[src/verilog/rv_pkg.sv]
package rv_pkg;

    localparam int xlen = 32;

    typedef logic [xlen-1:0] word_t;
    typedef logic [3:0]      byte_en_t;
    typedef logic [4:0]      reg_addr_t;

    typedef enum logic [4:0] {
        idle,
        fetch,
        fetch_wait,
        decode,
        reg_reg,
        lui,
        reg_imm,
        auipc,
        jal,
        branch,
        jalr,
        load,
        load_wait,
        store,
        store_wait,
        ecall_state
    } state_t;

    // base opcodes, low two bits always 11
    localparam logic [6:0] op_lui    = 7'b0110111;
    localparam logic [6:0] op_auipc  = 7'b0010111;
    localparam logic [6:0] op_jal    = 7'b1101111;
    localparam logic [6:0] op_jalr   = 7'b1100111;
    localparam logic [6:0] op_branch = 7'b1100011;
    localparam logic [6:0] op_load   = 7'b0000011;
    localparam logic [6:0] op_store  = 7'b0100011;
    localparam logic [6:0] op_imm    = 7'b0010011;
    localparam logic [6:0] op_reg    = 7'b0110011;
    localparam logic [6:0] op_system = 7'b1110011;

    typedef struct packed {
        logic [6:0] funct7;
        reg_addr_t  rs2;
        reg_addr_t  rs1;
        logic [2:0] funct3;
        reg_addr_t  rd;
        logic [6:0] opcode;
    } r_type_t;

    typedef struct packed {
        logic [11:0] imm;
        reg_addr_t   rs1;
        logic [2:0]  funct3;
        reg_addr_t   rd;
        logic [6:0]  opcode;
    } i_type_t;

    typedef struct packed {
        logic [6:0] imm_hi;
        reg_addr_t  rs2;
        reg_addr_t  rs1;
        logic [2:0] funct3;
        logic [4:0] imm_lo;
        logic [6:0] opcode;
    } s_type_t;

    typedef struct packed {
        logic       imm12;
        logic [5:0] imm10_5;
        reg_addr_t  rs2;
        reg_addr_t  rs1;
        logic [2:0] funct3;
        logic [3:0] imm4_1;
        logic       imm11;
        logic [6:0] opcode;
    } b_type_t;

    typedef struct packed {
        logic [19:0] imm;
        reg_addr_t   rd;
        logic [6:0]  opcode;
    } u_type_t;

    typedef struct packed {
        logic       imm20;
        logic [9:0] imm10_1;
        logic       imm11;
        logic [7:0] imm19_12;
        reg_addr_t  rd;
        logic [6:0] opcode;
    } j_type_t;

    // one instruction word seen through each encoding format
    typedef union packed {
        word_t   raw;
        r_type_t r;
        i_type_t i;
        s_type_t s;
        b_type_t b;
        u_type_t u;
        j_type_t j;
    } instr_t;

    typedef struct packed {
        logic       alua_src;
        logic       alub_src;
        logic [2:0] alu_op;
        logic       sub;
        logic       arithmetic;
        logic       alupc_src;
        logic       pc_src;
        logic       pc_en;
        logic [1:0] wr_reg_src;
        logic       wr_reg_en;
        logic       ir_en;
        logic       mem_addr_src;
    } ctrl_t;

    typedef struct packed {
        logic zero;
        logic negative;
        logic carry;
        logic overflow;
    } flags_t;

    typedef struct packed {
        logic [6:0] opcode;
        logic [2:0] funct3;
        logic [6:0] funct7;
    } decode_t;

endpackage

[src/verilog/alu.sv]
`timescale 1ns/1ps

module alu (
    input  rv_pkg::word_t  a,
    input  rv_pkg::word_t  b,
    input  logic [2:0]     alu_op,
    input  logic           sub,
    input  logic           arithmetic,
    output rv_pkg::word_t  result,
    output rv_pkg::flags_t flags
);

    rv_pkg::word_t         b_eff;
    logic [rv_pkg::xlen:0] sum;
    logic [4:0]            shamt;
    logic                  less_signed;
    logic                  less_unsigned;

    // subtraction as a + ~b + 1
    assign b_eff = sub ? ~b : b;
    assign sum   = {1'b0, a} + {1'b0, b_eff} + {{rv_pkg::xlen{1'b0}}, sub};
    assign shamt = b[4:0];

    assign less_signed   = $signed(a) < $signed(b);
    assign less_unsigned = a < b;

    assign flags.zero     = (sum[rv_pkg::xlen-1:0] == '0);
    assign flags.negative = sum[rv_pkg::xlen-1];
    assign flags.carry    = sum[rv_pkg::xlen];
    assign flags.overflow = (a[rv_pkg::xlen-1] == b_eff[rv_pkg::xlen-1])
                          && (sum[rv_pkg::xlen-1] != a[rv_pkg::xlen-1]);

    always_comb begin
        case (alu_op)
            3'b000: result = sum[rv_pkg::xlen-1:0];
            3'b001: result = a << shamt;
            3'b010: result = {{(rv_pkg::xlen-1){1'b0}}, less_signed};
            3'b011: result = {{(rv_pkg::xlen-1){1'b0}}, less_unsigned};
            3'b100: result = a ^ b;
            3'b101: result = arithmetic ? rv_pkg::word_t'($signed(a) >>> shamt) : a >> shamt;
            3'b110: result = a | b;
            default: result = a & b;
        endcase
    end

endmodule

[src/verilog/register_file.sv]
`timescale 1ns/1ps

module register_file (
    input  logic              clock,
    input  logic              reset,
    input  rv_pkg::reg_addr_t rs1,
    input  rv_pkg::reg_addr_t rs2,
    input  rv_pkg::reg_addr_t rd,
    input  logic              wr_en,
    input  rv_pkg::word_t     wr_data,
    output rv_pkg::word_t     rd1,
    output rv_pkg::word_t     rd2
);

    // x0 has no storage
    rv_pkg::word_t regs [1:31];

    always_ff @(posedge clock or posedge reset) begin
        if (reset) begin
            for (int i = 1; i < 32; i++) begin
                regs[i] <= '0;
            end
        end else if (wr_en && rd != '0) begin
            regs[rd] <= wr_data;
        end
    end

    assign rd1 = (rs1 == '0) ? '0 : regs[rs1];
    assign rd2 = (rs2 == '0) ? '0 : regs[rs2];

endmodule

[src/verilog/control_unit.sv]
`timescale 1ns/1ps

module control_unit (
    input  logic             clock,
    input  logic             reset,
    input  logic             mem_busy,
    input  rv_pkg::decode_t  decode,
    input  rv_pkg::flags_t   flags,
    output rv_pkg::ctrl_t    ctrl,
    output logic             mem_rd_en,
    output logic             mem_wr_en,
    output rv_pkg::byte_en_t mem_byte_en,
    output logic             ecall,
    output logic             illegal_instruction
);

    rv_pkg::state_t   state;
    rv_pkg::state_t   next_state;
    logic             beq_bne;
    logic             blt_bge;
    logic             bltu_bgeu;
    logic             taken;
    rv_pkg::byte_en_t byte_en;

    always_ff @(posedge clock or posedge reset) begin
        if (reset) begin
            state <= rv_pkg::idle;
        end else begin
            state <= next_state;
        end
    end

    // branch decision from the rs1 - rs2 flags
    assign beq_bne   = flags.zero ^ decode.funct3[0];
    assign blt_bge   = (flags.negative ^ flags.overflow) ^ decode.funct3[0];
    assign bltu_bgeu = flags.carry ~^ decode.funct3[0];
    assign taken     = decode.funct3[1] ? bltu_bgeu
                                        : (decode.funct3[2] ? blt_bge : beq_bne);

    // byte, half or word lanes
    assign byte_en = decode.funct3[1] ? 4'hF : (decode.funct3[0] ? 4'h3 : 4'h1);

    always_comb begin
        ctrl                = '0;
        mem_rd_en           = 1'b0;
        mem_wr_en           = 1'b0;
        mem_byte_en         = '0;
        ecall               = 1'b0;
        illegal_instruction = 1'b0;
        next_state          = rv_pkg::fetch;

        case (state)
            rv_pkg::idle: begin
                next_state = rv_pkg::fetch;
            end

            rv_pkg::fetch: begin
                mem_rd_en   = 1'b1;
                mem_byte_en = 4'hF;
                next_state  = mem_busy ? rv_pkg::fetch_wait : rv_pkg::fetch;
            end

            rv_pkg::fetch_wait: begin
                mem_byte_en = 4'hF;
                if (mem_busy) begin
                    mem_rd_en  = 1'b1;
                    next_state = rv_pkg::fetch_wait;
                end else begin
                    ctrl.ir_en = 1'b1;
                    next_state = rv_pkg::decode;
                end
            end

            rv_pkg::decode: begin
                if (decode.opcode[1:0] != 2'b11) begin
                    illegal_instruction = 1'b1;
                end else begin
                    case (decode.opcode)
                        rv_pkg::op_reg:    next_state = rv_pkg::reg_reg;
                        rv_pkg::op_imm:    next_state = rv_pkg::reg_imm;
                        rv_pkg::op_lui:    next_state = rv_pkg::lui;
                        rv_pkg::op_auipc:  next_state = rv_pkg::auipc;
                        rv_pkg::op_jal:    next_state = rv_pkg::jal;
                        rv_pkg::op_jalr:   next_state = rv_pkg::jalr;
                        rv_pkg::op_branch: next_state = rv_pkg::branch;
                        rv_pkg::op_load:   next_state = rv_pkg::load;
                        rv_pkg::op_store:  next_state = rv_pkg::store;
                        rv_pkg::op_system: begin
                            // only ECALL is supported here
                            if (decode.funct3 == 3'b000 && decode.funct7 == 7'b0) begin
                                next_state = rv_pkg::ecall_state;
                            end else begin
                                illegal_instruction = 1'b1;
                            end
                        end
                        default: illegal_instruction = 1'b1;
                    endcase
                end
            end

            rv_pkg::reg_reg: begin
                ctrl.alu_op     = decode.funct3;
                ctrl.sub        = decode.funct7[5];
                ctrl.arithmetic = decode.funct7[5];
                ctrl.pc_en      = 1'b1;
                ctrl.wr_reg_en  = 1'b1;
            end

            rv_pkg::reg_imm: begin
                ctrl.alub_src   = 1'b1;
                ctrl.alu_op     = decode.funct3;
                // srai shares funct3 with srli, the upper immediate bits pick it
                ctrl.arithmetic = decode.funct7[5] & (decode.funct3 == 3'b101);
                ctrl.pc_en      = 1'b1;
                ctrl.wr_reg_en  = 1'b1;
            end

            rv_pkg::lui: begin
                ctrl.alub_src  = 1'b1;
                ctrl.pc_en     = 1'b1;
                ctrl.wr_reg_en = 1'b1;
            end

            rv_pkg::auipc: begin
                ctrl.alua_src  = 1'b1;
                ctrl.alub_src  = 1'b1;
                ctrl.pc_en     = 1'b1;
                ctrl.wr_reg_en = 1'b1;
            end

            rv_pkg::jal: begin
                ctrl.pc_src     = 1'b1;
                ctrl.pc_en      = 1'b1;
                ctrl.wr_reg_src = 2'b11;
                ctrl.wr_reg_en  = 1'b1;
            end

            rv_pkg::jalr: begin
                ctrl.alub_src   = 1'b1;
                ctrl.alupc_src  = 1'b1;
                ctrl.pc_src     = 1'b1;
                ctrl.pc_en      = 1'b1;
                ctrl.wr_reg_src = 2'b11;
                ctrl.wr_reg_en  = 1'b1;
            end

            rv_pkg::branch: begin
                ctrl.sub    = 1'b1;
                ctrl.pc_src = taken;
                ctrl.pc_en  = 1'b1;
            end

            rv_pkg::load: begin
                ctrl.alub_src     = 1'b1;
                ctrl.mem_addr_src = 1'b1;
                ctrl.wr_reg_src   = 2'b10;
                mem_byte_en       = byte_en;
                mem_rd_en         = 1'b1;
                next_state        = mem_busy ? rv_pkg::load_wait : rv_pkg::load;
            end

            rv_pkg::load_wait: begin
                ctrl.alub_src     = 1'b1;
                ctrl.mem_addr_src = 1'b1;
                ctrl.wr_reg_src   = 2'b10;
                mem_byte_en       = byte_en;
                if (mem_busy) begin
                    mem_rd_en  = 1'b1;
                    next_state = rv_pkg::load_wait;
                end else begin
                    // data is valid on this cycle only
                    ctrl.wr_reg_en = 1'b1;
                    ctrl.pc_en     = 1'b1;
                end
            end

            rv_pkg::store: begin
                ctrl.alub_src     = 1'b1;
                ctrl.mem_addr_src = 1'b1;
                mem_byte_en       = byte_en;
                mem_wr_en         = 1'b1;
                next_state        = mem_busy ? rv_pkg::store_wait : rv_pkg::store;
            end

            rv_pkg::store_wait: begin
                ctrl.alub_src     = 1'b1;
                ctrl.mem_addr_src = 1'b1;
                mem_byte_en       = byte_en;
                if (mem_busy) begin
                    mem_wr_en  = 1'b1;
                    next_state = rv_pkg::store_wait;
                end else begin
                    ctrl.pc_en = 1'b1;
                end
            end

            rv_pkg::ecall_state: begin
                ecall = 1'b1;
            end

            default: next_state = rv_pkg::idle;
        endcase
    end

endmodule

[src/verilog/datapath.sv]
`timescale 1ns/1ps

module datapath (
    input  logic            clock,
    input  logic            reset,
    input  rv_pkg::ctrl_t   ctrl,
    output rv_pkg::decode_t decode,
    output rv_pkg::flags_t  flags,
    output rv_pkg::word_t   mem_addr,
    output rv_pkg::word_t   mem_wdata,
    input  rv_pkg::word_t   mem_rdata
);

    rv_pkg::word_t     pc;
    rv_pkg::word_t     pc_plus4;
    rv_pkg::word_t     pc_target;
    rv_pkg::instr_t    ir;
    rv_pkg::word_t     imm;
    rv_pkg::reg_addr_t rs1_addr;
    rv_pkg::word_t     rd1;
    rv_pkg::word_t     rd2;
    rv_pkg::word_t     alu_a;
    rv_pkg::word_t     alu_b;
    rv_pkg::word_t     alu_result;
    rv_pkg::word_t     load_data;
    rv_pkg::word_t     wr_data;

    always_ff @(posedge clock or posedge reset) begin
        if (reset) begin
            pc <= '0;
        end else if (ctrl.pc_en) begin
            pc <= ctrl.pc_src ? pc_target : pc_plus4;
        end
    end

    always_ff @(posedge clock) begin
        if (ctrl.ir_en) begin
            ir.raw <= mem_rdata;
        end
    end

    assign decode.opcode = ir.r.opcode;
    assign decode.funct3 = ir.r.funct3;
    assign decode.funct7 = ir.r.funct7;

    // immediate format follows the opcode
    always_comb begin
        case (ir.r.opcode)
            rv_pkg::op_lui, rv_pkg::op_auipc: imm = {ir.u.imm, 12'b0};
            rv_pkg::op_jal: imm = {{11{ir.j.imm20}}, ir.j.imm20, ir.j.imm19_12,
                                   ir.j.imm11, ir.j.imm10_1, 1'b0};
            rv_pkg::op_branch: imm = {{19{ir.b.imm12}}, ir.b.imm12, ir.b.imm11,
                                      ir.b.imm10_5, ir.b.imm4_1, 1'b0};
            rv_pkg::op_store: imm = {{20{ir.s.imm_hi[6]}}, ir.s.imm_hi, ir.s.imm_lo};
            default: imm = {{20{ir.i.imm[11]}}, ir.i.imm};
        endcase
    end

    // lui adds its immediate to x0
    assign rs1_addr = (ir.r.opcode == rv_pkg::op_lui) ? '0 : ir.r.rs1;

    register_file u_register_file (
        .clock   (clock),
        .reset   (reset),
        .rs1     (rs1_addr),
        .rs2     (ir.r.rs2),
        .rd      (ir.r.rd),
        .wr_en   (ctrl.wr_reg_en),
        .wr_data (wr_data),
        .rd1     (rd1),
        .rd2     (rd2)
    );

    assign alu_a = ctrl.alua_src ? pc : rd1;
    assign alu_b = ctrl.alub_src ? imm : rd2;

    alu u_alu (
        .a          (alu_a),
        .b          (alu_b),
        .alu_op     (ctrl.alu_op),
        .sub        (ctrl.sub),
        .arithmetic (ctrl.arithmetic),
        .result     (alu_result),
        .flags      (flags)
    );

    assign pc_plus4  = pc + 32'd4;
    assign pc_target = ctrl.alupc_src ? {alu_result[rv_pkg::xlen-1:1], 1'b0} : pc + imm;

    // low lanes only, addresses are aligned
    always_comb begin
        case (ir.r.funct3)
            3'b000: load_data = {{24{mem_rdata[7]}}, mem_rdata[7:0]};
            3'b001: load_data = {{16{mem_rdata[15]}}, mem_rdata[15:0]};
            3'b100: load_data = {24'b0, mem_rdata[7:0]};
            3'b101: load_data = {16'b0, mem_rdata[15:0]};
            default: load_data = mem_rdata;
        endcase
    end

    always_comb begin
        case (ctrl.wr_reg_src)
            2'b10: wr_data = load_data;
            2'b11: wr_data = pc_plus4;
            default: wr_data = alu_result;
        endcase
    end

    assign mem_addr  = ctrl.mem_addr_src ? alu_result : pc;
    assign mem_wdata = rd2;

endmodule

[src/verilog/rv_core.sv]
`timescale 1ns/1ps

module rv_core (
    input  logic             clock,
    input  logic             reset,
    input  logic             mem_busy,
    output logic             mem_rd_en,
    output logic             mem_wr_en,
    output rv_pkg::byte_en_t mem_byte_en,
    output rv_pkg::word_t    mem_addr,
    output rv_pkg::word_t    mem_wdata,
    input  rv_pkg::word_t    mem_rdata,
    output logic             ecall,
    output logic             illegal_instruction
);

    rv_pkg::ctrl_t   ctrl;
    rv_pkg::decode_t decode;
    rv_pkg::flags_t  flags;

    control_unit u_control_unit (
        .clock               (clock),
        .reset               (reset),
        .mem_busy            (mem_busy),
        .decode              (decode),
        .flags               (flags),
        .ctrl                (ctrl),
        .mem_rd_en           (mem_rd_en),
        .mem_wr_en           (mem_wr_en),
        .mem_byte_en         (mem_byte_en),
        .ecall               (ecall),
        .illegal_instruction (illegal_instruction)
    );

    datapath u_datapath (
        .clock     (clock),
        .reset     (reset),
        .ctrl      (ctrl),
        .decode    (decode),
        .flags     (flags),
        .mem_addr  (mem_addr),
        .mem_wdata (mem_wdata),
        .mem_rdata (mem_rdata)
    );

endmodule

[config.mk]
export PLATFORM = sky130hd
export DESIGN_NAME = rv_core
export DESIGN_NICKNAME = d
export VERILOG_FILES = /design/src/verilog/rv_pkg.sv /design/src/verilog/alu.sv /design/src/verilog/register_file.sv /design/src/verilog/control_unit.sv /design/src/verilog/datapath.sv /design/src/verilog/rv_core.sv
export SDC_FILE = /design/constraint.sdc
export NUM_CORES = 2
export LEC_CHECK = 0
export BUFFER_PORTS_ARGS = -buffer_cell sky130_fd_sc_hd__buf_2
export CAP_MARGIN = 10
export CORE_ASPECT_RATIO = 0.8
export CORE_MARGIN = 2
export CORE_UTILIZATION = 55
export CTS_BUF_LIST = sky130_fd_sc_hd__clkbuf_8 sky130_fd_sc_hd__clkbuf_16
export DETAILED_ROUTE_END_ITERATION = 10
export MAX_ROUTING_LAYER = met4
export PLACE_DENSITY = 0.71
export SETUP_SLACK_MARGIN = 0.02
export SYNTH_ARGS = -nofsm -noshare
export SYNTH_HDL_FRONTEND = slang
export SYNTH_SLANG_ARGS = --single-unit
[constraint.sdc]
create_clock -name clock -period 102.6 [get_ports clock]
set_clock_uncertainty 0.1 [all_clocks]
set_input_delay 10.26 -clock clock [delete_from_list [all_inputs] [get_ports clock]]
set_output_delay 10.26 -clock clock [all_outputs]
set_load 0.01 [all_outputs]
After elaboration in Yosys (flattened, before gate mapping)
Index checks and enable logic that the tools add are counted.

cells by class
  shifts and indexed selects = 3
  reductions and logical operators = 26
  multiplexer cells = 59
  equality and inequality tests = 39
  order comparisons = 6
  add/sub/neg operators = 4
  multiply operators = 0
  bitwise gates (word level) = 12
  divide/modulo/power cells = 0

operators by type and width
  cell                     number
  $bwmux W992              1
  $mux W32                 14
  $bmux W32 S5             2
  $pmux W32 S7             1
  $demux W32 S5            1
  $pmux W32 S4             1
  $pmux W31 S4             1
  $lt A32 B32 Y1           2
  $pmux W32 S2             1
  $eq A5 B4 Y1 const B     8
  $pmux W4 S10             1
  $pmux W5 S8              1
  $add A32 B32 Y33         1
  $add A33 B1 Y33          1
  $add A32 B3 Y32 const B  1
  $add A32 B32 Y32         1
  $and A32 B32 Y32         1
  $logic_not A32 Y1        1
  $not A32 Y32             1
  $or A32 B32 Y32          1
  $shl A32 B5 Y32          1
  $shr A32 B5 Y32          1
  $sshr A32 B5 Y32         1
  $xor A32 B32 Y32         1
  39 further kinds         103

storage, ports and cells
  bits in registers = 1061
  bits in latches = 0
  logic and storage cells = 183
  bits in writable memories = 0
  output and inout bits = 72
  memories kept = 0
  memory bits (read-only) = 0

Logic depth before layout (Yosys ltp)
  depth after elaboration = 18
  gate-level depth with buffers = 35

Hierarchy
From an unflattened synthesis, not the netlist that was laid out.

second synthesis, totals
  cell total of the unflattened synthesis = 6625
  area, all modules = 71499.8 um^2

by module, submodules not included
  module         area an instance (um^2)  sequential area each (um^2)  cells each  times used
  register_file  54876.4                  24823.8                      4356        1
  alu            8232.9                   0.0                          1226        1
  datapath       7676.1                   1761.7                       929         1
  control_unit   714.4                    100.1                        114         1

Worst setup path after synthesis
No wires, ideal clock.

  kind = input port to output port
  start point = in mem_busy
  end point = out mem_rd_en
  path buffers = 1
  arrival = 11.015 ns
  cell stages on the path = 5
  setup slack = 81.225 ns
  cells stage by stage = clkbuf_1 -> inv_1 -> o21ai_0 -> a21oi_1 -> o32ai_1

on the way
  longest elaborated chain between the ends = 2

ends and longest elaborated chain
  item             line                                     RTL
  start, declared  rv_core.sv:6                             input logic mem_busy,
  $mux W1          control_unit.sv:65, control_unit.sv:167
  $pmux W1 S2      control_unit.sv:52                       case (state)
  end, declared    rv_core.sv:7                             output logic mem_rd_en,

No other way between the ends.

Final worst setup path
  start point = reg u_datapath.ir[20] (netlist bit)
  end point = out mem_addr[31]

on the way
  longest elaborated chain between the ends = 12
  elaborated cells between the ends (all ways) = 21
  those cells by class = add/sub: 2; shift: 3; mux: 10; bitwise: 5; reduce/logical: 1

ends and longest elaborated chain
  item                                          line                 RTL
  start, declared                               datapath.sv:17       rv_pkg::instr_t ir;
  $not A5 Y6 (implied by the code)              register_file.sv:29  assign rd2 = (rs2 == '0) ? '0 : regs[rs2];
  $bmux W32 S5                                  register_file.sv:29
  $mux W32 (implied by the code) (2 in series)  register_file.sv:29
  $mux W32                                      register_file.sv:29
  $mux W32 (*)                                  datapath.sv:75       assign alu_b = ctrl.alub_src ? imm : rd2;
  $not A32 Y32                                  alu.sv:20            assign b_eff = sub ? ~b : b;
  $mux W32                                      alu.sv:20
  $add A32 B32 Y33                              alu.sv:21            assign sum = {1'b0, a} + {1'b0, b_eff} + {{rv_pkg::xlen{1'b0}}, sub};
  $add A33 B1 Y33                               alu.sv:21
  $pmux W32 S7 (*)                              alu.sv:34            case (alu_op)
  $mux W32 (*)                                  datapath.sv:109      assign mem_addr = ctrl.mem_addr_src ? alu_result : pc;
  end, declared                                 rv_core.sv:10        output rv_pkg::word_t mem_addr,

Every way passes the cells marked *; elsewhere a longest branch is shown, timed or not. The select of a mux whose other input is x is not followed.

==> results_dict.tcl <==
set metrics [dict create \
    crit_arrival_ps 12400 \
    min_from "u_datapath.u_register_file.regs[830]$_DFFE_PP0P_" \
    root_buffer "clkbuf_16" \
    cpMostUsedCell "buf_4" \
    cp_max_fo 49 \
    multi_input_area_um2 37920 \
    r2r-end "u_datapath.pc[7]$_DFFE_PP0P_" \
    fp.dieW_um 395.0 \
    irDropWorstVdd_uv 18.42 \
    finalHoldViolations 0 \
    reg2reg_from "u_datapath.ir[20]$_DFFE_PP_" \
    coreArea_um2 121100 \
    synth-edff-count 32 \
    cts.sinks 1060 \
    fin_crit_ps 22760 \
    syn_area_um2 67280 \
    leakagePower_nw 31.96 \
    rows 114 \
    setup_viol 0 \
    max_freq_ghz 0.04395 \
    rsz0062_at_grt "false" \
    post_cts_buffers 0 \
    slowest_delay_ps 960 \
    synth_cell_types 99 \
    synth_ff_type "dfrtp_1" \
    hold_path_depth 2 \
    syn_area_per_cell_um2 9.295 \
    start_util_pct 55.56 \
    synth_seq_area_share_pct 39.67 \
    grt_pass1_wl_um 450100 \
    postSynthCellCount 7238 \
    setup_tns_ps 0 \
    place.gp.congestion 1.122 \
    die_y_um 316.8 \
    cts_resized 0 \
    hold_buffers 0 \
    wl_per_cell_um 36.83 \
    drtAntennaViolNets 0 \
    clockBufferDepth 3 \
    cp-start-kind "flop" \
    layout.nets 7192 \
    drc 0 \
    whs_ps 399.6 \
    status "finished, final reports clean" \
    drt-initial-drc-count 11210 \
    period_share_pct 22.18 \
    r2r_setup_slack_ps 87920 \
    tightest_slew_ps 1392 \
    min_to "u_datapath.u_register_file.regs[830]$_DFFE_PP0P_" \
    relSlewSlack_pct 6.618 \
    seq_area_um2 26690 \
    area_delta_synth_final_pct 8.646 \
    synthArstFlopShare_pct 96.98 \
    powerDensity_nw_per_um2 15.29 \
    fillers 10300 \
    slew_viol_final 0 \
    grtUsageTotal_pct 52.21 \
    criticalPathCategory "reg2out" \
    end_kind "output port" \
    cts_tree "done" \
    overflow 0 \
    drive_gt1_share_pct 15.91 \
    finalWirelength_um 321900 \
    rr_worst_depth 30 \
    synth_seq_cells 1060 \
    clk_pin_slew_worst_paths_ps 70 \
    grt_pass1_vias 59840 \
    htree_levels 3 \
    dieArea_um2 125200 \
    antenna_found_initial 32 \
    clk_latency_ps 750 \
    yosys_warnings 0 \
    ioPinCount 107 \
    num_vias 64030 \
    maxCapViolations 0 \
    first_pass_iters 9 \
    dpl.hpwl_um 212100 \
    required_ps 92240 \
    grt_max_degree 182 \
    port_buffers 106 \
    cts_buffers 103 \
    hp-class "reg2reg" \
    syn_nets 7435 \
    via_per_inst 7.326 \
    critPathSlowestCell "o31ai_1" \
]
==> synth_stat cells, types with 44 or more instances <==
cell	number	share of area, %
a221o_1	58	0.86
nor2b_1	56	0.52
o211ai_1	69	0.77
ha_1	160	3.0
nor2_1	214	1.2
dfrtp_1	1028	38
mux2i_1	300	4.5
o21ai_0	1191	8.9
o22ai_1	92	0.86
a21o_1	50	0.56
buf_2	76	0.57
xnor2_1	72	0.94
inv_1	145	0.81
nand3_1	76	0.57
nor3_1	61	0.45
mux2_2	152	2.5
mux4_2	310	10
a31oi_1	44	0.41
xor2_1	49	0.64
clkbuf_1	501	2.8
a21oi_1	259	1.9
nand2_1	1427	8.0
a221oi_1	100	1.3
buf_1	85	0.47
a211oi_1	74	0.83
==> layer usage <==
metal / global-route usage [%] / part of all wire, % / up-vias / wire length, µm
li1: - / - / 25860 / -
met1: 66.92 / 37 / 31230 / 119300
met2: 66.69 / 38 / 5626 / 123800
met3: 24.96 / 17 / 1305 / 55500
met4: 29.53 / 7.2 / 0 / 23290
met5: - / 0 / - / 0
==> sequential cells by signal (all words and copies together) (netlist names) <==
name                             flops
u_control_unit.state                 4
u_datapath.ir                       32
u_datapath.pc                       32
u_datapath.u_register_file.regs    992
==> cell type report <==
cell class / count / area share [%]
diodes: 38 / 0.1301
clock buffers: 127 / 4.040
clock inverters: 60 / 0.7908
inverters: 150 / 0.7806
multi-input cells: 5352 / 51.88
flip-flops and latches: 1060 / 36.51
well taps: 1624 / 2.780
repair buffers: 328 / 3.090
==> per-stage QoR <==
stage	utilization (%)	cell area, µm²	worst slack (ps)	instances	power, mW
final	60.36	73090	79840	8739	1.118
after global placement	57.34	69430	81100	8511	0.7025
after CTS	60.25	72970	80420	8698	1.098
after floorplan	-	67280	63310	7238	0.5928
after global routing	60.34	73080	79570	8732	1.139
after detailed placement	57.34	69430	81100	8511	0.7035
==> worst max-delay path by stage <==
stage               slack, ps                         from                                 to  depth (start not counted)
detailed placement      81100                     mem_busy                          mem_rd_en                          6
global placement        81100                     mem_busy                          mem_rd_en                          6
CTS                     80420  u_datapath.ir[20]$_DFFE_PP_                       mem_addr[31]                         28
global route            79570  u_datapath.ir[20]$_DFFE_PP_                       mem_addr[31]                         28
finish                  79840  u_datapath.ir[20]$_DFFE_PP_                       mem_addr[31]                         28
floorplan               63310                        reset  u_control_unit.state[0]$_DFF_PP0_                          1
==> critical path: cells and delay by family, from the launching register on <==
family	cells	cell delay, ps
flops	1	330
mux	3	1600
buf+inv	8	4330
simple gates	5	810
xor+xnor	2	370
fa+ha+maj	1	610
compound gates	9	3420
==> layout by cell type (no fill, tap or decap), drive strengths merged, types with 38 or more instances in the layout <==
cell       n
xor2      49
ha       160
diode     38
dfrtp   1028
a31oi     44
buf      328
nor2b     56
inv      169
a211oi    78
o22ai     92
xnor2     72
clkbuf   127
nor2     214
nand3     76
a221o     58
nand2   1427
o211ai    70
mux2i    300
o21ai   1207
nor3      61
a221oi   102
mux4     311
a21o      51
mux2     152
a21oi    259
==> cell families (layout without fill, tap and decap cells) <==
| family | count (synthesis) | after routing | synth area share [%] |
|---|---|---|---|
| buffers and inverters | 826 | 665 | 4.847 |
| multiplexers | 763 | 763 | 17.42 |
| flip-flops | 1060 | 1060 | 39.67 |
| AO/OA/AOI/OAI | 2266 | 2266 | 20.67 |
| adder cells (fa/ha/maj) | 162 | 162 | 3.035 |
| AND/OR/NAND/NOR | 2040 | 2040 | 12.79 |
| XOR/XNOR | 121 | 121 | 1.575 |
| other | 0 | 38 | 0 |
==> power breakdown <==
group	switching (mW)	internal, mW	total, mW
logic	0.195	0.0765	0.272
registers	0.0151	0.427	0.442
clock network	0.179	0.225	0.404
Note: power is estimated with default switching activity, not from simulation.
